`src/prelimPkg.sv`:
```
// Shared widths, turn constants and types of the RMS power path.
// SAMPLES_PER_TURN and MT_TURNS must match the machine's RF settings.

package prelimPkg;

    ////////////////////////////////////////////////////////////
    // widths and turn constants
    localparam int NADC              = 4;
    localparam int ADC_WIDTH         = 16;
    localparam int SAMPLES_PER_TURN  = 77;
    localparam int MT_TURNS          = 2;
    localparam int HB_DIVIDE         = 3;
    localparam int MAG_WIDTH         = 26;
    // holds two full-scale turns of squared samples
    localparam int ACC_WIDTH         = 40;
    localparam int SHIFT_WIDTH       = 4;
    localparam int GPIO_WIDTH        = 32;
    localparam int OV_STRETCH_CYCLES = 1024;

    ////////////////////////////////////////////////////////////
    // types
    typedef logic signed [ADC_WIDTH-1:0]            sampleT;
    typedef logic [2*ADC_WIDTH-1:0]                 productT;
    typedef logic [ACC_WIDTH-1:0]                   accT;
    typedef logic [MAG_WIDTH-1:0]                   magT;
    typedef logic [SHIFT_WIDTH-1:0]                 shiftT;
    typedef logic                                   streamT;
    typedef logic [GPIO_WIDTH-1:0]                  gpioT;
    typedef logic [$clog2(SAMPLES_PER_TURN)-1:0]    sampleCountT;

    // heartbeat divider, one state per heartbeat of a sync period
    typedef enum logic [$clog2(HB_DIVIDE)-1:0] {
        hbWait2,
        hbWait1,
        hbFire
    } hbStateT;

    // stream codes on the shared output
    localparam streamT STREAM_TBT = 1'b0;
    localparam streamT STREAM_MT  = 1'b1;

    ////////////////////////////////////////////////////////////
    // sum shift CSR fields
    localparam int TBT_SHIFT_LSB = 0;
    localparam int MT_SHIFT_LSB  = 4;
    localparam int TBT_OV_BIT    = 8;
    localparam int MT_OV_BIT     = 9;

endpackage

```
`src/sumArbiter.sv`:
```
// Merges TBT and MT sums onto one valid/ready output, TBT first.
// An output beat holds until taken; a newer pending sum replaces the older one.

module sumArbiter (
    input  logic              clk,
    input  logic              rstN,
    input  logic              tbtReady,
    input  logic              mtReady,
    input  prelimPkg::magT    tbtSum0,
    input  prelimPkg::magT    tbtSum1,
    input  prelimPkg::magT    tbtSum2,
    input  prelimPkg::magT    tbtSum3,
    input  prelimPkg::magT    mtSum0,
    input  prelimPkg::magT    mtSum1,
    input  prelimPkg::magT    mtSum2,
    input  prelimPkg::magT    mtSum3,
    input  logic              sumReady,
    output logic              sumValid,
    output prelimPkg::streamT sumStream,
    output prelimPkg::magT    sumMag0,
    output prelimPkg::magT    sumMag1,
    output prelimPkg::magT    sumMag2,
    output prelimPkg::magT    sumMag3
);

    prelimPkg::magT tbtIn [prelimPkg::NADC];
    prelimPkg::magT mtIn [prelimPkg::NADC];
    prelimPkg::magT tbtHold [prelimPkg::NADC];
    prelimPkg::magT mtHold [prelimPkg::NADC];
    prelimPkg::magT magOut [prelimPkg::NADC];
    logic tbtPend;
    logic mtPend;
    logic tbtAvail;
    logic mtAvail;
    logic loadOut;

    assign tbtIn = '{tbtSum0, tbtSum1, tbtSum2, tbtSum3};
    assign mtIn  = '{mtSum0, mtSum1, mtSum2, mtSum3};

    assign tbtAvail = tbtReady || tbtPend;
    assign mtAvail  = mtReady || mtPend;
    // output slot is empty or being taken this cycle
    assign loadOut  = !sumValid || sumReady;

    ////////////////////////////////////////////////////////////
    // pending flags and output control
    always_ff @(posedge clk) begin
        if (!rstN) begin
            sumValid  <= 1'b0;
            sumStream <= prelimPkg::STREAM_TBT;
            tbtPend   <= 1'b0;
            mtPend    <= 1'b0;
        end else if (loadOut) begin
            sumValid <= tbtAvail || mtAvail;
            if (tbtAvail) begin
                sumStream <= prelimPkg::STREAM_TBT;
                tbtPend   <= 1'b0;
                mtPend    <= mtAvail;
            end else if (mtAvail) begin
                sumStream <= prelimPkg::STREAM_MT;
                mtPend    <= 1'b0;
            end
        end else begin
            tbtPend <= tbtAvail;
            mtPend  <= mtAvail;
        end
    end

    // captured sums, fresh ones bypass the hold registers
    always_ff @(posedge clk) begin
        if (tbtReady) begin
            tbtHold <= tbtIn;
        end
        if (mtReady) begin
            mtHold <= mtIn;
        end
        if (loadOut) begin
            if (tbtAvail) begin
                magOut <= tbtReady ? tbtIn : tbtHold;
            end else if (mtAvail) begin
                magOut <= mtReady ? mtIn : mtHold;
            end
        end
    end

    assign sumMag0 = magOut[0];
    assign sumMag1 = magOut[1];
    assign sumMag2 = magOut[2];
    assign sumMag3 = magOut[3];

endmodule

```
`config.mk`:
```
export PLATFORM = sky130hd
export DESIGN_NAME = sumArbiter
export DESIGN_NICKNAME = d
export VERILOG_FILES = /design/src/prelimPkg.sv /design/src/sumArbiter.sv
export SDC_FILE = /design/constraint.sdc
export NUM_CORES = 1
export LEC_CHECK = 0
export BUFFER_PORTS_ARGS = -buffer_cell sky130_fd_sc_hd__buf_2
export CAP_MARGIN = 20
export CORE_MARGIN = 4
export CORE_UTILIZATION = 32
export DETAILED_ROUTE_END_ITERATION = 8
export GPL_TIMING_DRIVEN = 0
export PLACE_DENSITY_LB_ADDON = 0.12
export SYNTH_ARGS = -nofsm -noshare
export SYNTH_HDL_FRONTEND = slang
export SYNTH_SLANG_ARGS = --single-unit
```
`constraint.sdc`:
```
create_clock -name clk -period 7.9 [get_ports clk]
set_input_delay 1.975 -clock clk [delete_from_list [all_inputs] [get_ports clk]]
set_output_delay 1.975 -clock clk [all_outputs]
set_load 0.02 [all_outputs]
```
==> summary by stage, run 1 <==
Status
The flow ran to the end, and the final reports show no timing, DRC or antenna violations.

Setup path
The endpoint kind of the worst setup timing path is a flop. The kind of cell adding the most delay to the critical path is buffers and inverters. The maximum fanout count along the critical path is 24.

The critical path goes through buf_6 > nor2_2 > buf_2 > buf_2 > a21oi_4 > buf_12 > buf_12 > buf_16 > buf_12. At the worst endpoint, the required time is 8.15 ns. In this run the worst setup path begins at tbtReady.

The worst register-to-register path begins at tbtPend. The type of the worst setup path is in -> reg. The delay of the slowest cell on the worst path is 0.36 ns. Across all register-to-register paths, the minimum setup slack is 5.41 ns. At the worst endpoint, the arrival time is 3.99 ns. The dominant cell type by count on the critical path is sky130_fd_sc_hd__buf_12. The standard cell with the maximum stage delay on the critical path is sky130_fd_sc_hd__nor2_2. The buffer and inverter count on the worst path is 7. The kind of start point of the critical path is an input pin.

Finish
The area added between synthesis and finish is 30.3%. The post-route netlist has 48.0% of its cells at a drive strength greater than 1. The total non-filler cell area in the finished layout is 14700 µm².

In the final design database the tool counted 1465 nets. Cells fill 42.4% of the core in the end. Fill cells in the final layout number 3402.

Global routing
Global routing finished with a remaining overflow of 0. The number of global-route vias before repair was 7596. The number of antenna violations at the first check in global routing is 8. The first global-routing pass estimated 44400 µm of wire.

Entering global routing, the biggest net connects 25 pins. Global routing used 14.8% of the available tracks across all layers.

Floorplan
In this run the count of I/O pins placed on the die edge is 319. The die covers 38200 µm². The vertical die dimension is 196 µm.

Once the floorplan was initialized, standard cells occupied 32.5% of the core. The die extent in x is 196 µm. The area inside the core boundary is 34600 µm². The floorplan has 68 rows.

Placement
The count of buffers inserted at the top-level ports is 316. The post-placement cell area is 13500 µm². The final weighted congestion in routability-driven placement is 0.730.

After legalization and detailed placement, the total HPWL measured 20900 µm.

Detailed routing
The residual DRC count is 0. Using the TritonRoute via totals, the vias-per-cell ratio works out to 4.30. After detailed routing, the average wire length per cell comes to 16.7 µm. Across all layers, the routed design uses 7467 vias. The first routing iteration left 195 violations. The final wirelength is 29000 µm. The post-route antenna net violation count is 0. The number of optimization iterations in the first detailed-route pass is 4.

Power and ir drop
For this design the ratio of total power to cell area is 277 nW/µm². In this run the static leakage power is 6.26 nW. The maximum resistive drop on vdd is 0.152 mV.

Hold path
The path type of the worst min-delay path is reg -> reg. The worst hold path begins at mtHold[63].

Logic synthesis
The fraction of the mapped netlist area in compound gates is 0.345%. The XOR/XNOR share of the synthesized area is 0%. The sequential element share of the synthesized area is 65.5%. Dividing the synthesized area by the synthesized cell count gives 12.6 µm².

The count of unique library cells instantiated by Yosys is 15. The total of warnings raised by yosys is 0. After Yosys synthesis, full adders, half adders and majority gates account for 0% of the synthesized area. The multiplexer area fraction after synthesis is 20.8%.

After synthesis the netlist holds a flip-flop and latch count of 316. The main combinational cell family by area after synthesis is multiplexers. The synthesized instance count is 893. Counting every net in the synthesized netlist gives 1106. In this run the cell area of the synthesized design comes to 11300 µm².

The post-synthesis simple-gate area fraction is 10.7%.

STA
For the pin with the worst max-slew slack, the measured transition is 0.631 ns. The upper clock frequency limit is 267 MHz. In this run the tightest slew margin relative to its limit is 57.9%. The total count of max-transition violations in the final report is 0. The clock skew is 0.0103 ns.

Setup repair after global routing left no endpoint under its margin. The final setup violation count is 0. The final-report hold violation count is 0.

The fraction of the cycle the final worst path needs is 47.4%. The final period demand of the worst path is 3.74 ns.

Clock network
TritonCTS built the clock tree. The maximum clock insertion buffer count is 3. The number of buffers created by CTS is 36. In this run, post-CTS repair resized a total of 0 instances. At the later pin of the worst-skew pair, clock insertion delay measures 0.50 ns. The total number of H-tree levels is 2. The clock root buffer is sky130_fd_sc_hd__clkbuf_16. The clock transition time at the flip-flop clock pins of the worst setup and hold paths is 0.06 ns. The number of hold buffers added after CTS was 0. The number of buffers inserted by post-CTS setup repair is 0. The tree built by TritonCTS fans out to 316 sinks.

Run
The tool flagged a number of max-cap violations equal to 0.
==> cells by family (layout without fill, tap and decap cells) <==
group	count (synthesis)	in the layout
other	0	2
buffers and inverters	47	433
AOI/OAI and AO/OA	4	4
DFF	316	316
and+or+nand+nor	318	318
muxes	208	208
==> worst paths after layout <==
check                 to  cells after the start
min reg2reg   mtHold[63]                      1
min           mtHold[63]                      1
max          sumMag1[20]                      9
max reg2reg  sumMag1[20]                      8
==> per-layer routing <==
layer	track usage [%]	vias up	routed length [µm]
li1	-	3739	-
met1	19.2	3460	12600
met2	23.7	202	13400
met3	5.50	54	2400
met4	3.28	12	487
met5	0	-	80
==> cells in the mapped netlist, drive strengths merged <==
library cell	number	area, µm²
edfxtp	104	3120
or2	1	6.26
a21oi	1	5.00
nor2b	1	6.26
clkbuf	10	37.5
buf	37	264
nor2	315	1180
o41a	1	11.3
dfxtp	212	4240
and3	1	6.26
o221a	2	22.5
mux2	208	2340
==> worst register-to-register path, stage by stage (launching register included) <==
cell and delay [ns]:
sky130_fd_sc_hd__dfxtp_1 0.32, sky130_fd_sc_hd__nor2_2 0.38, sky130_fd_sc_hd__buf_2 0.36, sky130_fd_sc_hd__buf_2 0.32, sky130_fd_sc_hd__a21oi_4 0.09, sky130_fd_sc_hd__buf_12 0.19
sky130_fd_sc_hd__buf_12 0.18, sky130_fd_sc_hd__buf_16 0.19, sky130_fd_sc_hd__buf_12 0.19
==> per-stage QoR <==
stage | instances | TNS, ns | total power, W | hold slack (ns) | setup WS (ns)
global placement | 1664 | -93.21 | 0.00249 | 0.456 | -0.910
floorplan | 893 | 0 | 0.00229 | 0.451 | 1.97
CTS | 1734 | 0 | 0.00413 | 0.473 | 4.04
global route | 1736 | 0 | 0.00426 | 0.482 | 3.98
finish | 1736 | 0 | 0.00406 | 0.470 | 4.16
detailed placement | 1669 | 0 | 0.00250 | 0.461 | 3.50
==> sequential cells by signal (all words and copies together), names as in the netlist <==
name / count
sumMag2: 26
tbtPend: 1
sumStream: 1
sumMag0: 26
mtPend: 1
mtHold: 104
tbtHold: 104
sumValid: 1
sumMag3: 26
sumMag1: 26
==> layout make-up <==
class | count | area [µm²] | area share [%]
multi-input combinational | 530 | 3600 | 24.5
clock inverter | 5 | 86.3 | 0.589
clock buffer | 60 | 1050 | 7.17
sequential | 316 | 7370 | 50.2
timing repair buffer | 321 | 1690 | 11.5
buffer | 47 | 302 | 2.06
antenna | 2 | 5.00 | 0.0341
tap | 455 | 569 | 3.88
==> placed cells by master, fill, tap and decap left out, drive strengths merged <==
cell type	netlist	routed
a21oi	1	1
and3	1	1
buf	37	358
bufinv	0	2
clkbuf	10	70
clkinv	0	1
dfxtp	212	212
diode	0	2
edfxtp	104	104
inv	0	2
mux2	208	208
nor2	315	315
nor2b	1	1
o221a	2	2
o41a	1	1
or2	1	1
==> power by group <==
part	internal (W)	switching [W]	leakage, nW
clock network	0.000975	0.000635	0.549
registers	0.00188	0.0000399	2.81
logic	0.000231	0.000298	2.90
No activity file was read; power rests on OpenSTA's default activity.
==> run 2: changes to the inputs <==
ABC_AREA = 1   (was default)
clock period = 3.3 ns   (was 7.9 ns; I/O delays follow)
==> summary by stage, run 2 <==
Status
The flow ran to the end, and the final reports show no timing, DRC or antenna violations.

STA
The slew of the pin with the lowest slew margin is 0.531 ns. The total count of max-transition violations in the final report is 0. The final-report hold violation count came to 0.

The upper clock frequency limit is 423 MHz. The worst pin sits at a relative slew slack of 64.5%. Setup repair after global routing left no endpoint under its margin. For the final database, setup skew stands at 0.0161 ns.

In the final timing run, aggregate negative setup slack is 0 ns. The final period demand of the worst path is 2.36 ns. Setup violations remaining at the end of the flow were counted as 0. Of the available clock period, the critical path in the final layout requires 71.6%.

Logic synthesis
For this run, the leading register cell type out of synthesis is sky130_fd_sc_hd__dfxtp_1. The synthesized netlist net count is 1554. The biggest area contributor in the post-synthesis netlist is sky130_fd_sc_hd__dfxtp_1. The number of flops mapped to enable cells by yosys is 104.

Of the post-synthesis cell area, the dominant cell type holds 36.1%. The synthesized instance count is 1341. The Yosys step of the flow raised 0 warnings.

The sequential element share of the synthesized area is 62.7%. The number of synthesized register bits is 316. The post-synthesis average cell area is 8.77 µm². By area the synthesized netlist is led by sky130_fd_sc_hd__dfxtp_1 36%, sky130_fd_sc_hd__edfxtp_1 27%, sky130_fd_sc_hd__nand2_1 17%. The post-synthesis instance area is 11800 µm².

The commonest cells after synthesis are 526 x sky130_fd_sc_hd__nand2_1, 214 x sky130_fd_sc_hd__inv_1, 212 x sky130_fd_sc_hd__dfxtp_1, 183 x sky130_fd_sc_hd__o21ai_0, 104 x sky130_fd_sc_hd__edfxtp_1. The fraction of synthesis flops using an asynchronous set or reset pin is 0%. The most repeated cell in the gate-level netlist after synthesis is sky130_fd_sc_hd__nand2_1. The count of unique library cells instantiated by Yosys is 17.

Setup path
The worst reg2reg path startpoint is tbtPend. The endpoint kind of the worst setup timing path is a flop. The worst setup path startpoint is mtReady. The worst register-to-register path has a depth of 6.

STA classifies the critical path startpoint as an input pin. The arrival time of the worst setup path is 2.60 ns. The worst register-to-register path ends at sumMag1[9]. The internal reg-to-reg setup slack is 1.38 ns.

STA puts the critical path data required time at 3.53 ns. The worst setup path is of the in -> reg kind. The maximum fanout count along the critical path is 35.

Power and ir drop
The completed layout was analyzed and its total power is 0.00969 W. The switching power is 0.00245 W. The static power due to leakage is 7.67 nW.

The share of power burned in registers is 47.3%. IR analysis of the VDD net gives a maximum drop of 0.331 mV. Per report_power, the combinational group accounts for 12.9% of the total.

The cell-internal power is 0.00724 W. The total power divided by cell area is 640 nW/µm². The clock network power share is 39.8%. The switching share of power is 25.3%.

Detailed routing
The number of optimization iterations in the first detailed-route pass is 4. The residual DRC count is 0. The wire length per cell after detailed routing is 15.1 µm. The detail-routed via count per cell is 4.32. The first routing iteration left 307 violations. The detail route stage leaves a number of antenna-violating nets equal to 0.

The routed layout has 9440 vias. The final layout contains routed wiring with a total length of 33100 µm.

Clock network
Once the clock tree was built, the setup fixing pass inserted 0 buffers. The TritonCTS clock tree is yes. For the worst-skew pair, the clock arrives at the later sink with an insertion delay of 0.50 ns.

Clock tree synthesis found a total of 316 sinks. The cts-stage hold buffer count is 0. Clock-pin slew was measured on the worst setup and hold paths at 0.05 ns. The root buffer cell chosen for the clock tree is sky130_fd_sc_hd__clkbuf_16. The total number of H-tree levels is 2. After clock tree synthesis, the repair step resized 0 gates. Counting the buffers created by CTS gives 35. The maximum clock insertion buffer count is 3.

Global routing
The total global routing track utilization is 16.1%. The number of global-route vias before repair is 9397. The global-route wire length before repair is 50500 µm. Global routing finished with a remaining overflow of 0.

The pin count of the biggest net entering global routing is 36. The number of antenna violations at the first check in global routing is 12.

Floorplan
The die extent in x is 200 µm. The number of top-level design ports is 319. From bottom edge to top edge, the die measures 200 µm. The die covers 39900 µm².

The total area inside the core boundary comes to 35900 µm². The number of cell rows is 69. The starting density of the core is 32.7%.

Hold path
Along the worst hold path, the cell count comes to 2. The end point of the most critical hold path is tbtHold[61]. The path type of the worst min-delay path is reg -> reg. The startpoint of the most critical hold path is tbtHold[61].

Placement
At the end of routability-driven placement, the weighted congestion stood at 0.777. Once detailed placement completed, the half-perimeter wirelength came to 23700 µm. The post-placement cell count is 2121. The count of buffers inserted at the top-level ports is 316.

Run
The tool flagged a number of max-cap violations equal to 0.

Finish
From synthesis to final layout, the design area changed by 28.8%. The final net count is 1910. In the layout the commonest cells are 525 x sky130_fd_sc_hd__nand2_1, 328 x sky130_fd_sc_hd__buf_2, 213 x sky130_fd_sc_hd__inv_1, 212 x sky130_fd_sc_hd__dfxtp_1, 183 x sky130_fd_sc_hd__o21ai_0. The largest registers in the layout are mtHold (104), tbtHold (104). Cells with a size suffix above 1 make up 24.8% of the layout. The final design utilization is 42.2%. Leaving out fill and tap cells, the most frequent cell in the layout is sky130_fd_sc_hd__nand2_1. The fill cell instance count of the final layout is 3758. For this run, the number of standard cells in the final layout without fillers is 2186.
run 2: changes by cell type in the layout (fill, tap and decap cells not counted), moves of 6 or more:
cell,delta
sky130_fd_sc_hd__buf_2,-10
sky130_fd_sc_hd__buf_4,+9
sky130_fd_sc_hd__buf_6,+11
sky130_fd_sc_hd__inv_1,+213
sky130_fd_sc_hd__mux2_2,-208
sky130_fd_sc_hd__nand2_1,+525
sky130_fd_sc_hd__nor2_1,-313
sky130_fd_sc_hd__o21ai_0,+183
sky130_fd_sc_hd__o21ai_1,+19
sky130_fd_sc_hd__o21ai_2,+6
run 2: power by group through the flow:
stage | Sequential, W | Clock [W] | Combinational (W)
2_1_floorplan | 0.00488 | 0 | 0.000523
3_3_place_gp | 0.00468 | 0 | 0.00125
3_5_place_dp | 0.00467 | 0 | 0.00128
4_1_cts | 0.00459 | 0.00398 | 0.00129
5_1_grt | 0.00462 | 0.00414 | 0.00142
6_report | 0.00459 | 0.00386 | 0.00125
run 2: critical path, cell delays in order:
cell and delay [ns]:
sky130_fd_sc_hd__buf_2 0.23, sky130_fd_sc_hd__buf_6 0.20, sky130_fd_sc_hd__nor2_1 0.13, sky130_fd_sc_hd__nand2_1 0.08, sky130_fd_sc_hd__nand2_2 0.10, sky130_fd_sc_hd__clkinvlp_4 0.45
sky130_fd_sc_hd__buf_12 0.36, sky130_fd_sc_hd__buf_12 0.20
run 2: worst max path at each step:
| stage | end | cells after the start |
|---|---|---|
| global route | sumMag2[23] | 8 |
| CTS | sumMag2[23] | 8 |
| detailed placement | sumMag1[9] | 8 |
| floorplan | sumMag0[0] | 6 |
| global placement | sumMag1[10] | 6 |
| finish | sumMag1[9] | 8 |
run 2: cell families after synthesis:
logic type      count (synthesis)  share of synthesized area (%)
flops                         316                           62.7
simple gates                  530                           17.0
compound gates                211                           9.17
buf+inv                       284                           11.2
run 2: area by class of cell:
class	instances	area [µm²]	area share [%]
flip-flops and latches	316	7370	48.6
multi-input cells	741	3080	20.3
repair buffers	319	1640	10.8
clock buffers	58	1130	7.44
inverters	215	813	5.37
well taps	461	577	3.81
plain buffers	69	510	3.37
clock inverters	5	25.0	0.165
diodes	2	5.00	0.0330
run 2: per-stage QoR:
| stage | instance area [µm²] | worst slack, ns | hold WS (ns) |
|---|---|---|---|
| after floorplan | 11800 | 0.00943 | 0.416 |
| after detailed placement | 14000 | 0.353 | 0.429 |
| after global routing | 15100 | 0.765 | 0.456 |
| final | 15100 | 0.937 | 0.440 |
| after CTS | 15100 | 0.864 | 0.443 |
| after global placement | 13900 | -1.52 | 0.425 |
run 2: metal layers:
layer	global-route usage (%)	part of all wire (%)	up-vias
met1	22.2	46	4240
met2	25.1	43	273
met4	3.32	1.7	20
li1	-	-	4850
met5	0	0.35	-
met3	5.23	8.5	57
==> run 3: changes to the inputs <==
clock period = 2.4 ns   (was 3.3 ns; I/O delays follow)
==> summary by stage, run 3 (synthesis results as in run 2) <==
Power and ir drop
Summed over all cells, the static leakage comes to 7.69 nW. The maximum resistive drop on vdd is 0.457 mV. The total power divided by cell area is 890 nW/µm².

STA
The fraction of the cycle the final worst path needs is 85.5%. The setup slack after layout is 0.349 ns. The worst slew slack as a fraction of its limit is 61.7%.

The final-report hold violation count is 0. The final period demand of the worst path is 2.05 ns. The clock skew is 0.0112 ns. For the final routed database, the setup TNS stands at 0 ns. The slew of the pin with the lowest slew margin is 0.573 ns.

The worst hold slack across all endpoints is 0.315 ns. Setup repair after global routing left no endpoint under its margin. The total count of max-transition violations in the final report came to 0. Setup violations remaining at the end of the flow were counted as 0.

The upper clock frequency limit is 488 MHz.

Floorplan
The number of top-level design ports is 319. In this run the core area contains 69 standard-cell rows. The die extent in x is 200 µm.

The die covers 39900 µm². The vertical die dimension is 200 µm. Once the floorplan was initialized, standard cells occupied 32.7% of the core. The area inside the core boundary is 35900 µm².

Clock network
The clock reaches the later pin of the worst-skew pair after 0.50 ns. No sink is reached through more buffers than the 3 on the longest clock path. The TritonCTS clock tree is yes. The H-tree was split into 2 levels. The quantity of gates resized following cts is 0. The number of buffers inserted by post-CTS setup repair is 0. The number of clock buffers added by TritonCTS is 37. Hold repair after CTS inserted 0 buffers. The tree is rooted in a sky130_fd_sc_hd__clkbuf_16. After clock tree synthesis, the clock-pin slew on the worst setup and hold paths is 0.06 ns. The clock net in this run drives a total of 316 sinks.

Run
The max-capacitance violation count is 0.

Detailed routing
In the final routed layout, each cell accounts on average for 15.2 µm. After detailed routing, the total wire length is 33400 µm. After the first detailed-routing iteration, the DRC count stood at 335. Before antenna repair, the detailed router went through 4 iterations. The residual DRC count is 0.

The detail-routed via count per cell is 4.31. The via count of the routed design is 9424. The post-route antenna net violation count is 0.

Setup path
STA puts the critical path data required time at 2.64 ns. The arrival time of the worst setup path is 2.29 ns. Of all nets on the critical path, the largest fanout is 26. The critical path is of the in -> reg type. The endpoint kind of the worst setup timing path is a flop. The worst setup path is launched from an input pin.

Placement
Input and output buffers added on the ports amount to 316. After legalization and detailed placement, the total HPWL measured 23500 µm. At the end of routability-driven placement, the weighted congestion stood at 0.764.

Prior to clock tree synthesis, the placed netlist has a worst setup slack of -0.212 ns.

Global routing
The first global-routing pass estimated 50400 µm of wire. The pin count of the biggest net entering global routing is 36. The leftover overflow at the end of global routing is 0. The number of global-route vias before repair came to 9439. The number of antenna violations at the first check in global routing is 9. The total global routing track utilization is 16.0%.

Hold path
In this run the worst hold path is classified as in -> reg.

Finish
The final design utilization is 42.3%. The fraction of final layout cells with drive strength greater than 1 is 24.8%. After filler insertion, the fill cell instance count of the layout stands at 3770.

The final net count is 1912. The most common cell after layout, fill and taps aside is sky130_fd_sc_hd__nand2_1. Compared with the post-synthesis result, the final layout area differs by 29.3%. In the final layout, the registers with the most flip-flops are mtHold (104), tbtHold (104). In the layout the commonest cells are 525 x sky130_fd_sc_hd__nand2_1, 327 x sky130_fd_sc_hd__buf_2, 213 x sky130_fd_sc_hd__inv_1, 212 x sky130_fd_sc_hd__dfxtp_1, 183 x sky130_fd_sc_hd__o21ai_0.

Status
The flow ran to the end, and the final reports show no timing, DRC or antenna violations.
run 3: cell count changes in the layout (fill, tap and decap cells not counted), moves of 2 or more:
| cell | change |
|---|---|
| sky130_fd_sc_hd__clkbuf_16 | -2 |
| sky130_fd_sc_hd__clkinv_1 | +3 |
| sky130_fd_sc_hd__buf_4 | -2 |
| sky130_fd_sc_hd__buf_6 | +2 |
| sky130_fd_sc_hd__bufinv_16 | +3 |
run 3: where the power goes:
part	internal (W)	leakage, nW	total (W)	switching, W
clock	0.00337	0.580	0.00549	0.00212
sequential	0.00616	2.85	0.00631	0.000150
combinational	0.000598	4.26	0.00173	0.00113
run 3: layout make-up:
class / instances / area (µm²) / share of cell area, %
buffer: 69 / 528 / 3.47
inverter: 215 / 813 / 5.35
clock inverter: 10 / 120 / 0.790
sequential: 316 / 7370 / 48.4
clock buffer: 55 / 1060 / 6.99
tap: 461 / 577 / 3.79
timing repair buffer: 319 / 1640 / 10.8
multi-input combinational: 741 / 3090 / 20.3
antenna: 3 / 7.51 / 0.0494
run 3: final timing paths:
| kind | from | end | slack [ns] | depth (start not counted) |
|---|---|---|---|---|
| setup / recovery | tbtReady | sumMag1[14] | 0.35 | 8 |
| hold / removal | tbtSum0[16] | tbtHold[94] | 0.32 | 3 |
| setup reg to reg | sumValid | sumMag1[14] | 0.44 | 5 |
| hold reg to reg | tbtHold[60] | tbtHold[60] | 0.44 | 2 |
run 3: metrics by stage:
stage | area, µm² | power (W) | std cells
4_1_cts | 15200 | 0.0137 | 2186
2_1_floorplan | 11800 | 0.00744 | 1341
3_3_place_gp | 14000 | 0.00817 | 2118
3_5_place_dp | 14000 | 0.00819 | 2121
5_1_grt | 15200 | 0.0142 | 2189
6_report | 15200 | 0.0135 | 2189
run 3: layer usage:
layer  wire length, µm  track usage [%]  vias up  part of all wire, %
li1                  -                -     4856                    -
met1             15300             21.7     4240                   46
met2             14800             25.5      262                   44
met3              2500             4.65       56                  7.5
met4               619             3.80       10                  1.9
met5                57                0        -                 0.17
run 3: worst max-delay path: stages:
cell                         delay, ns
sky130_fd_sc_hd__buf_8            0.13
sky130_fd_sc_hd__buf_6            0.17
sky130_fd_sc_hd__nor2_4           0.13
sky130_fd_sc_hd__nand2_1          0.08
sky130_fd_sc_hd__nand2_2          0.10
sky130_fd_sc_hd__clkinvlp_4       0.48
sky130_fd_sc_hd__buf_12           0.38
sky130_fd_sc_hd__buf_12           0.18
